[src/common/dec_pkg.sv]
package dec_pkg;

  // ********************
  // widths and depths
  // ********************
  localparam int XLEN     = 32;                     // integer data width
  localparam int IB_DEPTH = 4;                      // buffer entries, fetch credits after reset
  localparam int NUM_GPR  = 32;                     // integer register count
  localparam int REG_AW   = $clog2(NUM_GPR);        // register index bits
  localparam int CNT_W    = $clog2(IB_DEPTH + 1);   // holds 0..IB_DEPTH

  // ********************
  // opcodes without rd write
  // ********************
  localparam logic [6:0] OPC_STORE  = 7'b0100011;   // sb/sh/sw
  localparam logic [6:0] OPC_BRANCH = 7'b1100011;   // beq/bne/blt/bge...

  // ********************
  // instruction fields
  // ********************
  localparam int OPC_HI = 6;                        // major opcode
  localparam int OPC_LO = 0;
  localparam int RD_HI  = 11;                       // destination
  localparam int RD_LO  = 7;
  localparam int RS1_HI = 19;                       // source 1
  localparam int RS1_LO = 15;
  localparam int RS2_HI = 24;                       // source 2
  localparam int RS2_LO = 20;

  // ********************
  // vector types
  // ********************
  typedef logic [XLEN-1:0]   xdata_t;               // register data
  typedef logic [31:0]       instr_t;               // raw instruction word
  typedef logic [31:1]       pc_t;                  // halfword aligned pc
  typedef logic [REG_AW-1:0] reg_addr_t;            // x0..x31
  typedef logic [CNT_W-1:0]  ib_cnt_t;              // entry or credit count

endpackage

[src/common/dec_ib_if.sv]
`timescale 1ns/100ps

interface dec_ib_if;
  import dec_pkg::*;

  logic    ib0_valid;   // oldest entry present
  logic    ib1_valid;   // second entry present
  instr_t  ib0_instr;   // oldest instruction
  instr_t  ib1_instr;
  pc_t     ib0_pc;      // pc of oldest
  pc_t     ib1_pc;
  ib_cnt_t take;        // entries consumed by decode, 0..2

  // buffer side
  modport ib (
    output ib0_valid, ib1_valid,
    output ib0_instr, ib1_instr,
    output ib0_pc, ib1_pc,
    input  take
  );

  // decode side
  modport dcd (
    input  ib0_valid, ib1_valid,
    input  ib0_instr, ib1_instr,
    input  ib0_pc, ib1_pc,
    output take
  );

endinterface

[src/ib/dec_ib_ctl.sv]
`timescale 1ns/100ps

module dec_ib_ctl (
  input  logic             clk,
  input  logic             reset,
  input  logic             ifu_valid,           // fetch word this cycle
  input  dec_pkg::instr_t  ifu_instr,
  input  dec_pkg::pc_t     ifu_pc,
  dec_ib_if.ib             ib,                  // head entries to decode
  output dec_pkg::ib_cnt_t dec_credit_return    // one per entry taken
);
  import dec_pkg::*;

  instr_t  instr_q [IB_DEPTH];   // entry 0 is oldest
  pc_t     pc_q    [IB_DEPTH];
  ib_cnt_t count_q;              // valid entries

  instr_t  instr_d [IB_DEPTH];
  pc_t     pc_d    [IB_DEPTH];
  ib_cnt_t left;                 // entries that stay after take
  ib_cnt_t count_d;

  assign left    = count_q - ib.take;             // take never exceeds count
  assign count_d = left + ib_cnt_t'(ifu_valid);   // credits keep this <= IB_DEPTH

  // ********************
  // shift and append
  // ********************
  always_comb begin
    for (int i = 0; i < IB_DEPTH; i++) begin
      instr_d[i] = instr_q[i];                    // default hold, stale slots are don't care
      pc_d[i]    = pc_q[i];
      if ((i + int'(ib.take)) < IB_DEPTH) begin   // move down by take
        instr_d[i] = instr_q[i + int'(ib.take)];
        pc_d[i]    = pc_q[i + int'(ib.take)];
      end
      if (ifu_valid && (ib_cnt_t'(i) == left)) begin   // new word right behind survivors
        instr_d[i] = ifu_instr;
        pc_d[i]    = ifu_pc;
      end
    end
  end

  always_ff @(posedge clk) begin
    if (reset) begin
      count_q <= '0;              // empty buffer
    end else begin
      count_q <= count_d;
    end
  end

  always_ff @(posedge clk) begin
    instr_q <= instr_d;           // payload only, qualified by count_q
    pc_q    <= pc_d;
  end

  // ********************
  // head to decode
  // ********************
  assign ib.ib0_valid = (count_q != '0);
  assign ib.ib1_valid = (count_q > ib_cnt_t'(1));
  assign ib.ib0_instr = instr_q[0];
  assign ib.ib1_instr = instr_q[1];
  assign ib.ib0_pc    = pc_q[0];
  assign ib.ib1_pc    = pc_q[1];

  assign dec_credit_return = ib.take;   // entry freed same cycle it is taken

endmodule

[src/flat_wrapper.sv]
// flat-port wrapper written by rule: the top's interface ports become plain ports
module dec_ib_ctl_flat import dec_pkg::*;
  (clk, reset, ifu_valid, ifu_instr, ifu_pc, dec_credit_return, ib_ib0_valid, ib_ib1_valid, ib_ib0_instr, ib_ib1_instr, ib_ib0_pc, ib_ib1_pc, ib_take);
  dec_ib_if ib_i ();
  input  logic clk;
  input  logic reset;
  input  logic ifu_valid;
  input  dec_pkg::instr_t ifu_instr;
  input  dec_pkg::pc_t ifu_pc;
  output dec_pkg::ib_cnt_t dec_credit_return;
  output wire logic [$bits(ib_i.ib0_valid)-1:0] ib_ib0_valid;
  output wire logic [$bits(ib_i.ib1_valid)-1:0] ib_ib1_valid;
  output wire logic [$bits(ib_i.ib0_instr)-1:0] ib_ib0_instr;
  output wire logic [$bits(ib_i.ib1_instr)-1:0] ib_ib1_instr;
  output wire logic [$bits(ib_i.ib0_pc)-1:0] ib_ib0_pc;
  output wire logic [$bits(ib_i.ib1_pc)-1:0] ib_ib1_pc;
  input wire logic [$bits(ib_i.take)-1:0] ib_take;
  assign ib_ib0_valid = ib_i.ib0_valid;
  assign ib_ib1_valid = ib_i.ib1_valid;
  assign ib_ib0_instr = ib_i.ib0_instr;
  assign ib_ib1_instr = ib_i.ib1_instr;
  assign ib_ib0_pc = ib_i.ib0_pc;
  assign ib_ib1_pc = ib_i.ib1_pc;
  assign ib_i.take = ib_take;
  dec_ib_ctl u_core (.clk(clk), .reset(reset), .ifu_valid(ifu_valid), .ifu_instr(ifu_instr), .ifu_pc(ifu_pc), .ib(ib_i), .dec_credit_return(dec_credit_return));
endmodule
[config.mk]
export PLATFORM = sky130hd
export DESIGN_NAME = dec_ib_ctl_flat
export DESIGN_NICKNAME = d
export VERILOG_FILES = /design/src/common/dec_pkg.sv /design/src/common/dec_ib_if.sv /design/src/ib/dec_ib_ctl.sv /design/src/flat_wrapper.sv
export SDC_FILE = /design/constraint.sdc
export NUM_CORES = 1
export LEC_CHECK = 0
export ABC_CLOCK_PERIOD_IN_PS = 8100
export BUFFER_PORTS_ARGS = -buffer_cell sky130_fd_sc_hd__buf_2
export CAP_MARGIN = 40
export CORE_MARGIN = 2
export CORE_UTILIZATION = 40
export DETAILED_ROUTE_END_ITERATION = 7
export SLEW_MARGIN = 20
export SYNTH_ARGS = -nofsm -noshare
export SYNTH_HDL_FRONTEND = slang
export SYNTH_SLANG_ARGS = --single-unit
[constraint.sdc]
create_clock -name clk -period 8.1 [get_ports clk]
set_clock_uncertainty 0.05 [all_clocks]
set_input_delay 0.81 -clock clk [delete_from_list [all_inputs] [get_ports clk]]
set_output_delay 0.81 -clock clk [all_outputs]
set_load 0.05 [all_outputs]
Word level (Yosys, flattened, before mapping)
Index checks and enable logic that the tools add are counted.
{"block": "totals", "input_bits": 69, "output_inout_bits": 131, "register_bits": 255}
{"block": "op_classes", "n_reduce_logical": 10, "n_eq_ne": 3, "n_addsub": 5, "mux": 40, "order_cmp": 9, "n_bitwise": 4}
{"operator": "32-bit 2-to-1 mux", "count": 16}
{"operator": "31-bit 2-to-1 mux", "count": 16}
{"operator": "32-bit binary-select mux with 2-bit select", "count": 4}
{"operator": "31-bit binary-select mux with 2-bit select", "count": 4}
{"operator": "32-bit by 3-bit >= comparator with 1-bit output (second input constant)", "count": 4}
{"operator": "32-bit by 4-bit less-than comparator with 1-bit output (second input constant)", "count": 3}
{"operator": "32-bit inverter", "count": 3}
{"operator": "3-bit inverter with 32-bit output", "count": 1}
{"operator": "2-bit by 3-bit adder with 4-bit output (first input constant)", "count": 2}
{"operator": "2-bit nonzero test", "count": 4}
{"operator": "2-bit by 3-bit equality test with 1-bit output (first input constant)", "count": 2}
{"operator": "1-bit by 3-bit adder with 4-bit output (first input constant)", "count": 1}
{"operator": "1-bit logical AND", "count": 4}
{"operator": "3-bit by 1-bit adder with 3-bit output", "count": 1}
{"operator": "1-bit by 3-bit equality test with 1-bit output (first input constant)", "count": 1}
{"operator": "3-bit by 1-bit greater-than comparator with 1-bit output (second input constant)", "count": 1}
{"operator": "3-bit zero test", "count": 1}
{"operator": "3-bit less-than comparator (second input constant)", "count": 1}
{"operator": "3-bit nonzero test", "count": 1}
{"operator": "3-bit subtractor", "count": 1}

Depth between registers and ports, before layout
{"block": "logic_depth", "ltp_word": 7, "ltp_mapped": 11}

Worst setup path before layout
No wires, ideal clock.
{"block": "synth_timing", "path_type": "input port to flip-flop", "from": "input ib_take[1]", "to": "register u_core.instr_q[32] (netlist name) (enable)", "cell_stages": 4, "t_arrival_ns": 5.829, "n_path_buf": 3, "path_slack_ns": 1.650, "setup_time_ns": 0.571, "cell_sequence": "buf_4 > buf_4 > clkbuf_1 > o21ai_0"}
{"block": "synth_via", "elab_chain_cells": 4, "word_cells_on_any_way": 6, "classes_between": "2 x add/sub; 1 x order compare; 1 x eq/ne; 2 x reduce/logical"}
{"element": "from (decl)", "line_no": "flat_wrapper.sv:17", "text": "input wire logic [$bits(ib_i.take)-1:0] ib_take;"}
{"element": "branches (longest 3 deep; another with 32-bit by 4-bit less-than comparator with 1-bit output)"}
{"element": "2-bit nonzero test (no line) *"}
{"element": "to (signal assigned)", "line_no": "dec_ib_ctl.sv:53", "text": "instr_q <= instr_d;"}
{"element": "to (decl)", "line_no": "dec_ib_ctl.sv:14", "text": "instr_t instr_q [IB_DEPTH];"}
Mark *: on every way between the ends.
A chain may end at the register's enable or synchronous reset.

Worst setup path in the final report
{"block": "layout_timing", "from": "input ib_take[0]", "to": "register u_core.instr_q, in the netlist u_core.ib.ib1_instr[27] (enable)"}
{"block": "layout_via", "elab_chain_cells": 4, "word_cells_on_any_way": 6, "classes_between": "2 x add/sub; 1 x order compare; 1 x eq/ne; 2 x reduce/logical"}
{"element": "branches (longest 3 deep; another with 32-bit by 4-bit less-than comparator with 1-bit output)"}
{"element": "2-bit nonzero test (no line) *"}
Marked as above.

==> impl_metrics.tcl <==
set metrics [dict create \
    route.detailed.drc 0 \
    critPathMaxFanout 94 \
    post_place_cells 1614 \
    reg2reg_setup_slack_ns 4.39 \
    routed_wire_length_per_instance_microns 26.1 \
    flow.area_growth_from_synthesis_pct 9.39 \
    synth.ff_latch_count 255 \
    r2r_start "u_core.count_q[0]$_SDFF_PP0_" \
    via_count_of_the_first_global_routing_pass 10500 \
    tritoncts_clock_tree "built" \
    startpoint "ib_take[0]" \
    power.sequential.fraction_pct 37.2 \
    min-delay-start "reset" \
    core_area_sq_mm 0.0451 \
    finish.net_count 1126 \
    timing.fmax_mhz 243 \
    globalRoute.totalOverflow 0 \
    hold_viol 0 \
    netSwitchingPower_mw 2.28 \
    fillCellCount 4002 \
    tritoncts_num_sinks 255 \
    slew_violations 0 \
    r2r_cells 7 \
    first_pass_grt_wire_length_microns 67300 \
    gp_congestion 0.717 \
    required_time_at_the_worst_slack_endpoint_ns 8.21 \
    synth.cell_area_sq_mm 0.0182 \
    post-route-worst-setup-slack_ns 3.99 \
    fraction_of_the_mapped_netlist_area_in_compound_gates_pct 0.145 \
    vias_per_cell 6.11 \
    cts_buffer_depth 3 \
    gr-usage-all-layers_pct 18.7 \
    synth_adder_area_share_pct 0.386 \
    worstSetupPathType "primary input to register" \
    clk_transition_reported_paths_ns 0.06 \
    comb_power_share_pct 39.5 \
    yosysSeqAreaShare_pct 42.0 \
    dieArea_sq_mm 0.0471 \
    port_buffers 199 \
    synth_cell_type_count 31 \
    timing.critical_path.from_type "primary input" \
    rsz0062_at_grt "no" \
    timing.max_slew.rel_slack_pct 35.5 \
    synth_simple_gate_area_share_pct 0.634 \
    postCtsSetupRepairBufs 0 \
    place_hpwl_microns 25500 \
    dp_slack_ns 3.32 \
    ys_warn_count 0 \
    timing.final.crit_share_pct 50.8 \
    hold-path-cell-count 2 \
    timing.max_cap.violations 0 \
    layout_min_cycle_time_ns 4.11 \
    hold_buffers 0 \
    crit_arrival_ns 4.22 \
    cts-root-buf "sky130_fd_sc_hd__clkbuf_16" \
    powerDensity_mw_per_mm2 319 \
    detailedRoute.firstPassIterationCount 5 \
    timing.rr.end "u_core.ib.ib1_instr[27]$_DFFE_PP_" \
    finish.cell_count_without_fillers 1679 \
    cts_made_buffers 34 \
    power_frac_clock_pct 23.3 \
    post_cts_resized 0 \
    hold_path_end "u_core.count_q[0]$_SDFF_PP0_" \
    grt_max_degree 95 \
    initial_core_utilization_pct 40.3 \
    leakage_nw 7.06 \
    layout-drive-gt1-share_pct 72.4 \
    synth.net_count 1076 \
    floorplan.die.height_microns 217 \
    synth_mux_area_share_pct 48.1 \
    routed-via-count 10300 \
    finalSetupViolations 0 \
    syn_inst 1002 \
    die-width_microns 217 \
    postSynthAreaPerCell_sq_um 18.1 \
    regArea_sq_mm 0.00763 \
    internal_power_mw 4.06 \
    drt-initial-drc-count 805 \
    outcome "finished clean" \
    io_pins 200 \
    placement_rows 78 \
    setup_total_negative_slack_ns 0 \
    synth_top_family_by_area "multiplexers" \
    route.antenna.remaining_nets 0 \
    antenna_found_initial 3 \
    area_occupied_by_multi_input_gates_sq_mm 0.00903 \
    min-delay-path-class "primary input to register" \
    worstSkewPairLatency_ns 0.53 \
    ir_drop_mv 0.221 \
    wl_microns 43800 \
    number_of_levels_in_the_clock_h_tree 2 \
    synth_xor_xnor_area_share_pct 0.227 \
    worstMarginPinSlew_ns 0.968 \
    endpoint_kind "register" \
    power.share.switching_pct 35.9 \
]
==> through the flow <==
step	total power, mW	cell area, sq um	utilization [%]	hold slack, ns
floorplan	4.53	18200	-	0.723
global placement	4.82	18600	41.2	0.754
detailed placement	4.88	18700	41.6	0.769
CTS	6.40	19800	43.9	0.366
global route	6.63	19900	44.1	0.378
finish	6.34	19900	44.1	0.406
==> synthesized netlist by cell type (all sizes together) <==
library cell | number | area share (%)
nand4 | 2 | 0.23
or2 | 1 | 0.034
nand3 | 1 | 0.055
o211ai | 2 | 0.083
xnor3 | 1 | 0.13
mux2 | 252 | 17
clkbuf | 15 | 0.31
edfxtp | 252 | 42
nand2 | 2 | 0.041
mux4 | 252 | 31
buf | 196 | 8.1
nand4b | 1 | 0.048
xor2 | 1 | 0.048
xnor2 | 1 | 0.048
a31oi | 1 | 0.034
dfxtp | 3 | 0.33
fa | 1 | 0.11
inv | 5 | 0.10
or3 | 1 | 0.034
nand2b | 1 | 0.034
nor2 | 4 | 0.083
ha | 4 | 0.28
nor2b | 2 | 0.069
o21ai | 1 | 0.028
==> layer usage <==
| metal | vias up | track usage [%] | part of all wire, % |
|---|---|---|---|
| met5 | - | 0 | 0.030 |
| met4 | 2 | 4.41 | 1.6 |
| met3 | 55 | 4.08 | 6.1 |
| met2 | 373 | 28.7 | 47 |
| met1 | 5592 | 27.2 | 45 |
| li1 | 4237 | - | - |
==> placed cells by master (no fill, tap or decap), types with 2 or more instances in the layout <==
master                      instances
sky130_fd_sc_hd__bufinv_16          2
sky130_fd_sc_hd__mux2_2           189
sky130_fd_sc_hd__buf_4             17
sky130_fd_sc_hd__mux4_2           252
sky130_fd_sc_hd__clkinv_1           6
sky130_fd_sc_hd__nand2_4            2
sky130_fd_sc_hd__buf_6              2
sky130_fd_sc_hd__buf_2            197
sky130_fd_sc_hd__clkinv_2           4
sky130_fd_sc_hd__mux2_4            59
sky130_fd_sc_hd__clkbuf_1           9
sky130_fd_sc_hd__nand4_4            2
sky130_fd_sc_hd__inv_1              5
sky130_fd_sc_hd__nor2_1             4
sky130_fd_sc_hd__edfxtp_1         252
sky130_fd_sc_hd__dfxtp_1            3
sky130_fd_sc_hd__mux2_1             4
sky130_fd_sc_hd__clkbuf_16         37
sky130_fd_sc_hd__buf_16             7
sky130_fd_sc_hd__o211ai_1           2
sky130_fd_sc_hd__diode_2            4
sky130_fd_sc_hd__ha_1               3
sky130_fd_sc_hd__nor2b_1            2
==> power groups by stage <==
stage / Combinational (mW) / Sequential [mW] / Clock, mW
global placement: 2.46 / 2.36 / 0
global route: 2.64 / 2.41 / 1.58
floorplan: 2.30 / 2.23 / 0
CTS: 2.52 / 2.35 / 1.53
finish: 2.50 / 2.36 / 1.48
detailed placement: 2.52 / 2.36 / 0
==> critical path: stages <==
cell	delay, ns
sky130_fd_sc_hd__buf_8	0.30
sky130_fd_sc_hd__ha_1	0.34
sky130_fd_sc_hd__fa_1	0.36
sky130_fd_sc_hd__xnor3_2	0.54
sky130_fd_sc_hd__nand4_4	0.60
sky130_fd_sc_hd__o211ai_1	0.59
sky130_fd_sc_hd__buf_4	0.61
==> sequential cells by signal, indices dropped and copies added, names as in the netlist <==
name                 cells
u_core.count_q           3
u_core.ib.ib1_pc        31
u_core.ib.ib1_instr     32
u_core.instr_q          64
u_core.ib.ib0_instr     32
u_core.pc_q             62
u_core.ib.ib0_pc        31
==> logic make-up after synthesis <==
group,Yosys count
muxes,504
DFF,255
buffers and inverters,216
and+or+nand+nor,15
adders and majority gates,5
AOI/OAI and AO/OA,4
xor gates and xnor gates,3
==> layout make-up <==
class / instances / share of cell area (%)
multi-input cells: 531 / 45.5
clock inverters: 13 / 0.560
clock buffers: 46 / 4.83
flip-flops and latches: 255 / 38.4
well taps: 600 / 3.78
inverters: 5 / 0.0944
repair buffers: 225 / 6.86
diodes: 4 / 0.0504
==> worst max path at each step <==
stage,cells after the start,to
after detailed placement,7,u_core.ib.ib1_pc[0]$_DFFE_PP_
after CTS,7,u_core.ib.ib1_pc[0]$_DFFE_PP_
after global placement,7,u_core.ib.ib1_pc[0]$_DFFE_PP_
after global routing,7,u_core.ib.ib1_pc[0]$_DFFE_PP_
after floorplan,4,u_core.instr_q[32]$_DFFE_PP_
final,7,u_core.ib.ib1_instr[27]$_DFFE_PP_
Note: power is estimated with default switching activity, not from simulation.
