**config.mk**
```make
export PLATFORM = sky130hd
export DESIGN_NAME = dec_decode_ctl_flat
export DESIGN_NICKNAME = d
export VERILOG_FILES = /design/src/common/dec_pkg.sv /design/src/common/dec_gpr_rd_if.sv /design/src/common/dec_ib_if.sv /design/src/decode/dec_decode_ctl.sv /design/src/flat_wrapper.sv
export SDC_FILE = /design/constraint.sdc
export NUM_CORES = 1
export LEC_CHECK = 0
export BUFFER_PORTS_ARGS = -buffer_cell sky130_fd_sc_hd__buf_2
export CORE_AREA = 2 2 212 214
export DETAILED_ROUTE_END_ITERATION = 16
export DIE_AREA = 0 0 214 216
export GPL_TIMING_DRIVEN = 0
export PLACE_DENSITY = 0.45
export SLEW_MARGIN = 40
export SYNTH_ARGS = -nofsm -noshare
export SYNTH_HDL_FRONTEND = slang
export SYNTH_SLANG_ARGS = --single-unit
```
**constraint.sdc**
```tcl
create_clock -name clk -period 18.2 [get_ports clk]
set_input_delay 1.82 -clock clk [delete_from_list [all_inputs] [get_ports clk]]
set_output_delay 1.82 -clock clk [all_outputs]
set_load 0.1 [all_outputs]
```
**src/common/dec_pkg.sv**
```systemverilog
package dec_pkg;

  // ********************
  // widths and depths
  // ********************
  localparam int XLEN     = 32;                     // integer data width
  localparam int IB_DEPTH = 4;                      // buffer entries, fetch credits after reset
  localparam int NUM_GPR  = 32;                     // integer register count
  localparam int REG_AW   = $clog2(NUM_GPR);        // register index bits
  localparam int CNT_W    = $clog2(IB_DEPTH + 1);   // holds 0..IB_DEPTH

  // ********************
  // opcodes without rd write
  // ********************
  localparam logic [6:0] OPC_STORE  = 7'b0100011;   // sb/sh/sw
  localparam logic [6:0] OPC_BRANCH = 7'b1100011;   // beq/bne/blt/bge...

  // ********************
  // instruction fields
  // ********************
  localparam int OPC_HI = 6;                        // major opcode
  localparam int OPC_LO = 0;
  localparam int RD_HI  = 11;                       // destination
  localparam int RD_LO  = 7;
  localparam int RS1_HI = 19;                       // source 1
  localparam int RS1_LO = 15;
  localparam int RS2_HI = 24;                       // source 2
  localparam int RS2_LO = 20;

  // ********************
  // vector types
  // ********************
  typedef logic [XLEN-1:0]   xdata_t;               // register data
  typedef logic [31:0]       instr_t;               // raw instruction word
  typedef logic [31:1]       pc_t;                  // halfword aligned pc
  typedef logic [REG_AW-1:0] reg_addr_t;            // x0..x31
  typedef logic [CNT_W-1:0]  ib_cnt_t;              // entry or credit count

endpackage

```
**src/common/dec_gpr_rd_if.sv**
```systemverilog
`timescale 1ns/100ps

interface dec_gpr_rd_if;
  import dec_pkg::*;

  reg_addr_t i0_rs1_addr;   // four read addresses from decode
  reg_addr_t i0_rs2_addr;
  reg_addr_t i1_rs1_addr;
  reg_addr_t i1_rs2_addr;
  xdata_t    i0_rs1_data;   // same cycle read data
  xdata_t    i0_rs2_data;
  xdata_t    i1_rs1_data;
  xdata_t    i1_rs2_data;

  // decoder drives addresses
  modport dcd (
    output i0_rs1_addr, i0_rs2_addr, i1_rs1_addr, i1_rs2_addr,
    input  i0_rs1_data, i0_rs2_data, i1_rs1_data, i1_rs2_data
  );

  // register file answers
  modport rf (
    input  i0_rs1_addr, i0_rs2_addr, i1_rs1_addr, i1_rs2_addr,
    output i0_rs1_data, i0_rs2_data, i1_rs1_data, i1_rs2_data
  );

endinterface

```
**src/common/dec_ib_if.sv**
```systemverilog
`timescale 1ns/100ps

interface dec_ib_if;
  import dec_pkg::*;

  logic    ib0_valid;   // oldest entry present
  logic    ib1_valid;   // second entry present
  instr_t  ib0_instr;   // oldest instruction
  instr_t  ib1_instr;
  pc_t     ib0_pc;      // pc of oldest
  pc_t     ib1_pc;
  ib_cnt_t take;        // entries consumed by decode, 0..2

  // buffer side
  modport ib (
    output ib0_valid, ib1_valid,
    output ib0_instr, ib1_instr,
    output ib0_pc, ib1_pc,
    input  take
  );

  // decode side
  modport dcd (
    input  ib0_valid, ib1_valid,
    input  ib0_instr, ib1_instr,
    input  ib0_pc, ib1_pc,
    output take
  );

endinterface

```
**src/decode/dec_decode_ctl.sv**
```systemverilog
`timescale 1ns/100ps

module dec_decode_ctl (
  input  logic            clk,
  input  logic            reset,
  dec_ib_if.dcd           ib,                 // two oldest buffer entries
  dec_gpr_rd_if.dcd       rd,                 // register read ports
  input  logic            exu_stall,          // hold everything
  output logic            dec_i0_valid,
  output logic            dec_i1_valid,
  output dec_pkg::instr_t dec_i0_instr,
  output dec_pkg::instr_t dec_i1_instr,
  output dec_pkg::pc_t    dec_i0_pc,
  output dec_pkg::pc_t    dec_i1_pc,
  output dec_pkg::xdata_t dec_i0_rs1_data,
  output dec_pkg::xdata_t dec_i0_rs2_data,
  output dec_pkg::xdata_t dec_i1_rs1_data,
  output dec_pkg::xdata_t dec_i1_rs2_data
);
  import dec_pkg::*;

  logic [6:0] i0_opc;          // i0 major opcode
  reg_addr_t  i0_rd;
  reg_addr_t  i0_rs1;
  reg_addr_t  i0_rs2;
  reg_addr_t  i1_rs1;
  reg_addr_t  i1_rs2;
  logic       i0_wen;          // i0 writes a real register
  logic       i1_dep;          // i1 reads i0 destination
  logic       i0_issue;
  logic       i1_issue;

  // ********************
  // field extraction
  // ********************
  assign i0_opc = ib.ib0_instr[OPC_HI:OPC_LO];
  assign i0_rd  = ib.ib0_instr[RD_HI:RD_LO];
  assign i0_rs1 = ib.ib0_instr[RS1_HI:RS1_LO];
  assign i0_rs2 = ib.ib0_instr[RS2_HI:RS2_LO];
  assign i1_rs1 = ib.ib1_instr[RS1_HI:RS1_LO];
  assign i1_rs2 = ib.ib1_instr[RS2_HI:RS2_LO];

  assign rd.i0_rs1_addr = i0_rs1;   // gpr reads same cycle
  assign rd.i0_rs2_addr = i0_rs2;
  assign rd.i1_rs1_addr = i1_rs1;
  assign rd.i1_rs2_addr = i1_rs2;

  // ********************
  // dual issue check
  // ********************
  assign i0_wen = (i0_opc != OPC_STORE) && (i0_opc != OPC_BRANCH) &&
                  (i0_rd != '0);                                // x0 never a dependency
  assign i1_dep = i0_wen && ((i1_rs1 == i0_rd) || (i1_rs2 == i0_rd));

  assign i0_issue = ib.ib0_valid & ~exu_stall;
  assign i1_issue = i0_issue & ib.ib1_valid & ~i1_dep;          // split on raw hazard

  assign ib.take = ib_cnt_t'(i0_issue) + ib_cnt_t'(i1_issue);   // 0, 1 or 2

  // ********************
  // issue stage
  // ********************
  always_ff @(posedge clk) begin
    if (reset) begin
      dec_i0_valid <= 1'b0;
      dec_i1_valid <= 1'b0;
    end else if (!exu_stall) begin
      dec_i0_valid <= i0_issue;      // drops to 0 when buffer empty
      dec_i1_valid <= i1_issue;
    end
  end

  always_ff @(posedge clk) begin
    if (!exu_stall) begin            // stall freezes payload too
      dec_i0_instr    <= ib.ib0_instr;
      dec_i0_pc       <= ib.ib0_pc;
      dec_i0_rs1_data <= rd.i0_rs1_data;
      dec_i0_rs2_data <= rd.i0_rs2_data;
      dec_i1_instr    <= ib.ib1_instr;   // meaningful only with i1 valid
      dec_i1_pc       <= ib.ib1_pc;
      dec_i1_rs1_data <= rd.i1_rs1_data;
      dec_i1_rs2_data <= rd.i1_rs2_data;
    end
  end

endmodule

```
**src/flat_wrapper.sv**
```systemverilog
// flat-port wrapper written by rule: the top's interface ports become plain ports
module dec_decode_ctl_flat import dec_pkg::*;
  (clk, reset, exu_stall, dec_i0_valid, dec_i1_valid, dec_i0_instr, dec_i1_instr, dec_i0_pc, dec_i1_pc, dec_i0_rs1_data, dec_i0_rs2_data, dec_i1_rs1_data, dec_i1_rs2_data, ib_ib0_valid, ib_ib1_valid, ib_ib0_instr, ib_ib1_instr, ib_ib0_pc, ib_ib1_pc, ib_take, rd_i0_rs1_addr, rd_i0_rs2_addr, rd_i1_rs1_addr, rd_i1_rs2_addr, rd_i0_rs1_data, rd_i0_rs2_data, rd_i1_rs1_data, rd_i1_rs2_data);
  dec_ib_if ib_i ();
  dec_gpr_rd_if rd_i ();
  input  logic clk;
  input  logic reset;
  input  logic exu_stall;
  output logic dec_i0_valid;
  output logic dec_i1_valid;
  output dec_pkg::instr_t dec_i0_instr;
  output dec_pkg::instr_t dec_i1_instr;
  output dec_pkg::pc_t dec_i0_pc;
  output dec_pkg::pc_t dec_i1_pc;
  output dec_pkg::xdata_t dec_i0_rs1_data;
  output dec_pkg::xdata_t dec_i0_rs2_data;
  output dec_pkg::xdata_t dec_i1_rs1_data;
  output dec_pkg::xdata_t dec_i1_rs2_data;
  input wire logic [$bits(ib_i.ib0_valid)-1:0] ib_ib0_valid;
  input wire logic [$bits(ib_i.ib1_valid)-1:0] ib_ib1_valid;
  input wire logic [$bits(ib_i.ib0_instr)-1:0] ib_ib0_instr;
  input wire logic [$bits(ib_i.ib1_instr)-1:0] ib_ib1_instr;
  input wire logic [$bits(ib_i.ib0_pc)-1:0] ib_ib0_pc;
  input wire logic [$bits(ib_i.ib1_pc)-1:0] ib_ib1_pc;
  output wire logic [$bits(ib_i.take)-1:0] ib_take;
  output wire logic [$bits(rd_i.i0_rs1_addr)-1:0] rd_i0_rs1_addr;
  output wire logic [$bits(rd_i.i0_rs2_addr)-1:0] rd_i0_rs2_addr;
  output wire logic [$bits(rd_i.i1_rs1_addr)-1:0] rd_i1_rs1_addr;
  output wire logic [$bits(rd_i.i1_rs2_addr)-1:0] rd_i1_rs2_addr;
  input wire logic [$bits(rd_i.i0_rs1_data)-1:0] rd_i0_rs1_data;
  input wire logic [$bits(rd_i.i0_rs2_data)-1:0] rd_i0_rs2_data;
  input wire logic [$bits(rd_i.i1_rs1_data)-1:0] rd_i1_rs1_data;
  input wire logic [$bits(rd_i.i1_rs2_data)-1:0] rd_i1_rs2_data;
  assign ib_i.ib0_valid = ib_ib0_valid;
  assign ib_i.ib1_valid = ib_ib1_valid;
  assign ib_i.ib0_instr = ib_ib0_instr;
  assign ib_i.ib1_instr = ib_ib1_instr;
  assign ib_i.ib0_pc = ib_ib0_pc;
  assign ib_i.ib1_pc = ib_ib1_pc;
  assign ib_take = ib_i.take;
  assign rd_i0_rs1_addr = rd_i.i0_rs1_addr;
  assign rd_i0_rs2_addr = rd_i.i0_rs2_addr;
  assign rd_i1_rs1_addr = rd_i.i1_rs1_addr;
  assign rd_i1_rs2_addr = rd_i.i1_rs2_addr;
  assign rd_i.i0_rs1_data = rd_i0_rs1_data;
  assign rd_i.i0_rs2_data = rd_i0_rs2_data;
  assign rd_i.i1_rs1_data = rd_i1_rs1_data;
  assign rd_i.i1_rs2_data = rd_i1_rs2_data;
  dec_decode_ctl u_core (.clk(clk), .reset(reset), .ib(ib_i), .rd(rd_i), .exu_stall(exu_stall), .dec_i0_valid(dec_i0_valid), .dec_i1_valid(dec_i1_valid), .dec_i0_instr(dec_i0_instr), .dec_i1_instr(dec_i1_instr), .dec_i0_pc(dec_i0_pc), .dec_i1_pc(dec_i1_pc), .dec_i0_rs1_data(dec_i0_rs1_data), .dec_i0_rs2_data(dec_i0_rs2_data), .dec_i1_rs1_data(dec_i1_rs1_data), .dec_i1_rs2_data(dec_i1_rs2_data));
endmodule
```
After elaboration in Yosys (flattened, before gate mapping)

Cells that the tools add are included.

Bits of input ports: 259
Register bits: 256
Logic and storage cells: 25

Bitwise logic cells: 5
Reductions and logical operators: 5
Add/sub/neg operators: 1
Equality and inequality tests: 4

Operators by type and width:

| cell                 | number |
|---|---|
| $eq A5 B5 Y1         | 2 |
| $ne A7 B6 Y1 const B | 1 |
| $ne A7 B7 Y1 const B | 1 |
| $reduce_bool A5 Y1   | 1 |
| $and A1 B1 Y1        | 3 |
| $logic_and A1 B1 Y1  | 3 |
| $add A1 B1 Y2        | 1 |
| $not A1 Y1           | 2 |
| $logic_or A1 B1 Y1   | 1 |

Logic depth before layout (Yosys ltp)

Word-level depth: 7
Gate-level depth with buffers: 5
Mapped depth without buffers: 5

Least setup slack after synthesis

Ideal clock, no wire load.

Kind: in2reg
Start point: input port exu_stall
End point: register u_core.dec_i0_instr[0] (enable)
Required time: 17596 ps
Setup slack: 10885 ps
Stages: 1
Arrival time: 6712 ps
Library setup time: 604 ps
Cell sequence: inv_1

RTL lines:

| element                | line                 | text |
|---|---|---|
| start: declaration     | flat_wrapper.sv:8    | `input logic exu_stall;` |
| end signal: assignment | dec_decode_ctl.sv:75 | `dec_i0_instr <= ib.ib0_instr;` |
| end: declaration       | dec_decode_ctl.sv:11 | `output dec_pkg::instr_t dec_i0_instr,` |

No word-level cell between the ends.

Final worst setup path

Start point: input port ib_ib0_instr[7]
End point: output port ib_take[1]

Longest elaborated chain between the ends: 6
Elaborated cells between the ends (all ways): 9

Ends and longest elaborated chain:

| element                                                          | line                                       | text |
|---|---|---|
| start: declaration                                               | flat_wrapper.sv:21                         | `input wire logic [$bits(ib_i.ib0_instr)-1:0] ib_ib0_instr;` |
| $eq A5 B5 Y1 / $reduce_bool A5 Y1 (equally long branches)        | dec_decode_ctl.sv:53, dec_decode_ctl.sv:52 |  |
| $logic_or A1 B1 Y1 / $logic_and A1 B1 Y1 (equally long branches) | dec_decode_ctl.sv:53, dec_decode_ctl.sv:51 |  |
| $logic_and A1 B1 Y1 (*)                                          | dec_decode_ctl.sv:53                       | `assign i1_dep = i0_wen && ((i1_rs1 == i0_rd) \|\| (i1_rs2 == i0_rd));` |
| $not A1 Y1 (*)                                                   | dec_decode_ctl.sv:56                       | `assign i1_issue = i0_issue & ib.ib1_valid & ~i1_dep;` |
| $and A1 B1 Y1 (*)                                                | dec_decode_ctl.sv:56                       |  |
| via u_core.i1_issue                                              | dec_decode_ctl.sv:31                       | `logic i1_issue;` |
| $add A1 B1 Y2 (*)                                                | dec_decode_ctl.sv:58                       | `assign ib.take = ib_cnt_t'(i0_issue) + ib_cnt_t'(i1_issue);` |
| end: declaration                                                 | flat_wrapper.sv:25                         | `output wire logic [$bits(ib_i.take)-1:0] ib_take;` |

The timed path passes the listed nets; every way through them passes the cells marked *.

==> metrics <==
status finished clean; pre-CTS setup slack 12910 ps; CTS root buf clkbuf_16; setup ws final around 13000 ps; Crit Path Max Fanout 4; Sw Ratio 0.3736; syn avg cell area approximately 26 sq um; fillers 4507; Routed wire per std cell approximately 16 um; I/O pins 538; P_sw about 650 uW; Post-CTS Hold Fix Bufs 0; Final Core Density 0.2857; synth unique cells 17; CP Capture Type output port; global-route wire length before repair approximately 34 mm; Final TNS setup 0 ps; antenna violations before repair 7; post-synthesis sequential area ratio 0.9538; Synth top cells by count edfxtp_1, buf_4, xnor2_1; WS Path Type in2out; Die Area about 0.046 sq mm; Finish-stage setup viols 0; core area ~0.044 sq mm; post-synth top area cell edfxtp_1; final worst-path cycle share 0.2915; Critical Path AT approximately 3500 ps; initial drt markers around 250; WHS Path Cells 2; crit start category primary input; Layout Skew 0 ps; Logic pwr share 0.259; RSZ-0062 raised after global routing false; gr usage total 0.09735; number of global-route vias before repair approximately 5200; Final nets ~1100; initial core utilization 0.1834; Crit path max-delay family simple AND/OR/NAND/NOR gates; Cell Pwr Density 139.9 mW/mm^2; I/O Buffers 536; Static Leakage 0.005294 uW; proportion of layout cells with a drive suffix above 1 0.6729; final hold vios 0; min-delay worst type reg2reg; final WL between 20 and 25 mm; DR DRC count 0; CP max stage delay 540 ps; Die Y 216 um; fmax 0.1885 GHz; Core Rows 77; gpl congestion between 0.8 and 0.9; fin crit period roughly 5300 ps; Post-Synthesis Cells around 300; slowest stage cell, crit path or4_1; WP buf/inv 2; syn_nets about 570; Critical Path RT around 16000 ps; Clock Sinks around 260; ranking of synthesized cells by area edfxtp_1, buf_4, xnor2_1; CTS Buffer Depth 3; internal power 1098 uW; YS warnings 0; Clk pwr share 0.336; largest net degree at the start of global routing a little over 80; DR vias/cell 3.423; clock insertion delay at the later pin of the skew report around 550 ps; Rel. slew slack 0.6283; Reg clk slew, reported paths approximately 50 ps; Flop pwr share 0.406; dominant cell type by count on the critical path buf_2; CP Depth 7; Worst Tran Pin Value between 500 and 600 ps; cts repair resizes 0; Mapped Area 0.008039 sq mm; CTS tree done; H-tree depth 1; Synth top area share 0.9488; placed cells 1438; most frequent cell after synthesis edfxtp_1; Final ANT Viol Nets 0; dpl hpwl between 15 and 20 mm; Via Count roughly 5000; grt ovf 0; critical-path cell list buf_2 > or4_1 > nor2_1 > a31oi_1 > a21oi_1 > ha_1 > buf_2; Max IR drop VDD around 71 uV; Primary FF master, synth edfxtp_1; Post-CTS Setup Inserts 0; P&R area growth vs syn 55.81%; Cell Count, Final, Fillers Out about 1500; Worst Reg-to-Reg Cells 3; MaxCap Viol Count 0; Die X 214 um; CTS buffer count 31; Slew Viols, Final 0; first-pass iteration count of the detailed router 4; Post-synth EDFFs approximately 250; Post-synth ARST share 0; post-synthesis register bit count 256
==> worst min-delay path, stage by stage, from the launching register on <==
cell,delay [ps]
dfxtp_1,310
nand2_1,80
a31oi_1,80
==> registers in the layout, summed over array words and instances (netlist names) <==
signal	cells
u_core.dec_i0_instr	32
u_core.dec_i0_pc	31
u_core.dec_i0_rs1_data	32
u_core.dec_i0_rs2_data	32
u_core.dec_i0_valid	1
u_core.dec_i1_instr	32
u_core.dec_i1_pc	31
u_core.dec_i1_rs1_data	32
u_core.dec_i1_rs2_data	32
u_core.dec_i1_valid	1
==> worst paths after layout <==
kind | startpoint | endpoint | slack (ps)
setup reg to reg | u_core.dec_i1_valid | u_core.dec_i1_valid | 17420
setup / recovery | ib_ib0_instr[7] | ib_take[1] | 12900
hold / removal | u_core.dec_i1_valid | u_core.dec_i1_valid | 510
hold reg to reg | u_core.dec_i1_valid | u_core.dec_i1_valid | 510
==> metal layers <==
metal	wire length, um	vias to the layer above	track usage
met5	66	-	0
met4	867	10	0.04522
met3	2445	56	0.03975
met2	11980	283	0.1650
met1	8686	2416	0.1064
li1	-	2353	-
==> power by group through the flow <==
stage / Sequential [uW] / Combinational (uW) / Clock [uW]
final: 711 / 453 / 588
after floorplan: 1060 / 34.8 / 0
after global placement: 732 / 453 / 0
after CTS: 712 / 456 / 616
after detailed placement: 724 / 456 / 0
after global routing: 716 / 463 / 636
==> per-stage QoR <==
| step | area, sq um | total power (uW) | hold WS (ps) |
|---|---|---|---|
| 2_1_floorplan | 8039 | 1098 | 953.4 |
| 3_3_place_gp | 11460 | 1185 | 482.9 |
| 3_5_place_dp | 11550 | 1180 | 497.5 |
| 4_1_cts | 12520 | 1785 | 507.8 |
| 5_1_grt | 12520 | 1815 | 524.9 |
| 6_report | 12530 | 1753 | 511.4 |
==> area by class of cell <==
class	count	area (sq um)	share of cell area
antenna	1	2.502	0.0001998
buffer	21	157.7	0.01259
clock buffer	36	794.5	0.06343
clock inverter	20	176.4	0.01408
inverter	1	11.26	0.0008990
multi-input combinational	29	210.2	0.01678
sequential	256	7667	0.6121
tap	592	740.7	0.05913
timing repair buffer	539	2765	0.2208
==> cell families after synthesis <==
kind of cell / synth area share
compound gates: 0.004514
xor+xnor: 0.01089
fa+ha+maj: 0.001556
buf+inv: 0.02008
flops: 0.9538
other cells: 0.0004665
simple gates: 0.008716
==> cell usage in the layout (no fill, tap or decap), drive strengths merged <==
cell type	n
clkinv	13
bufinv	2
a21o	1
edfxtp	254
nor4b	1
buf	560
a21oi	2
or4	1
conb	1
dfxtp	2
nand2	4
inv	3
nand3	2
diode	1
nor2	2
ha	1
xnor2	10
clkinvlp	3
o22ai	1
clkbuf	36
nor2b	1
a31oi	2
(Power assumes the default switching activity.)
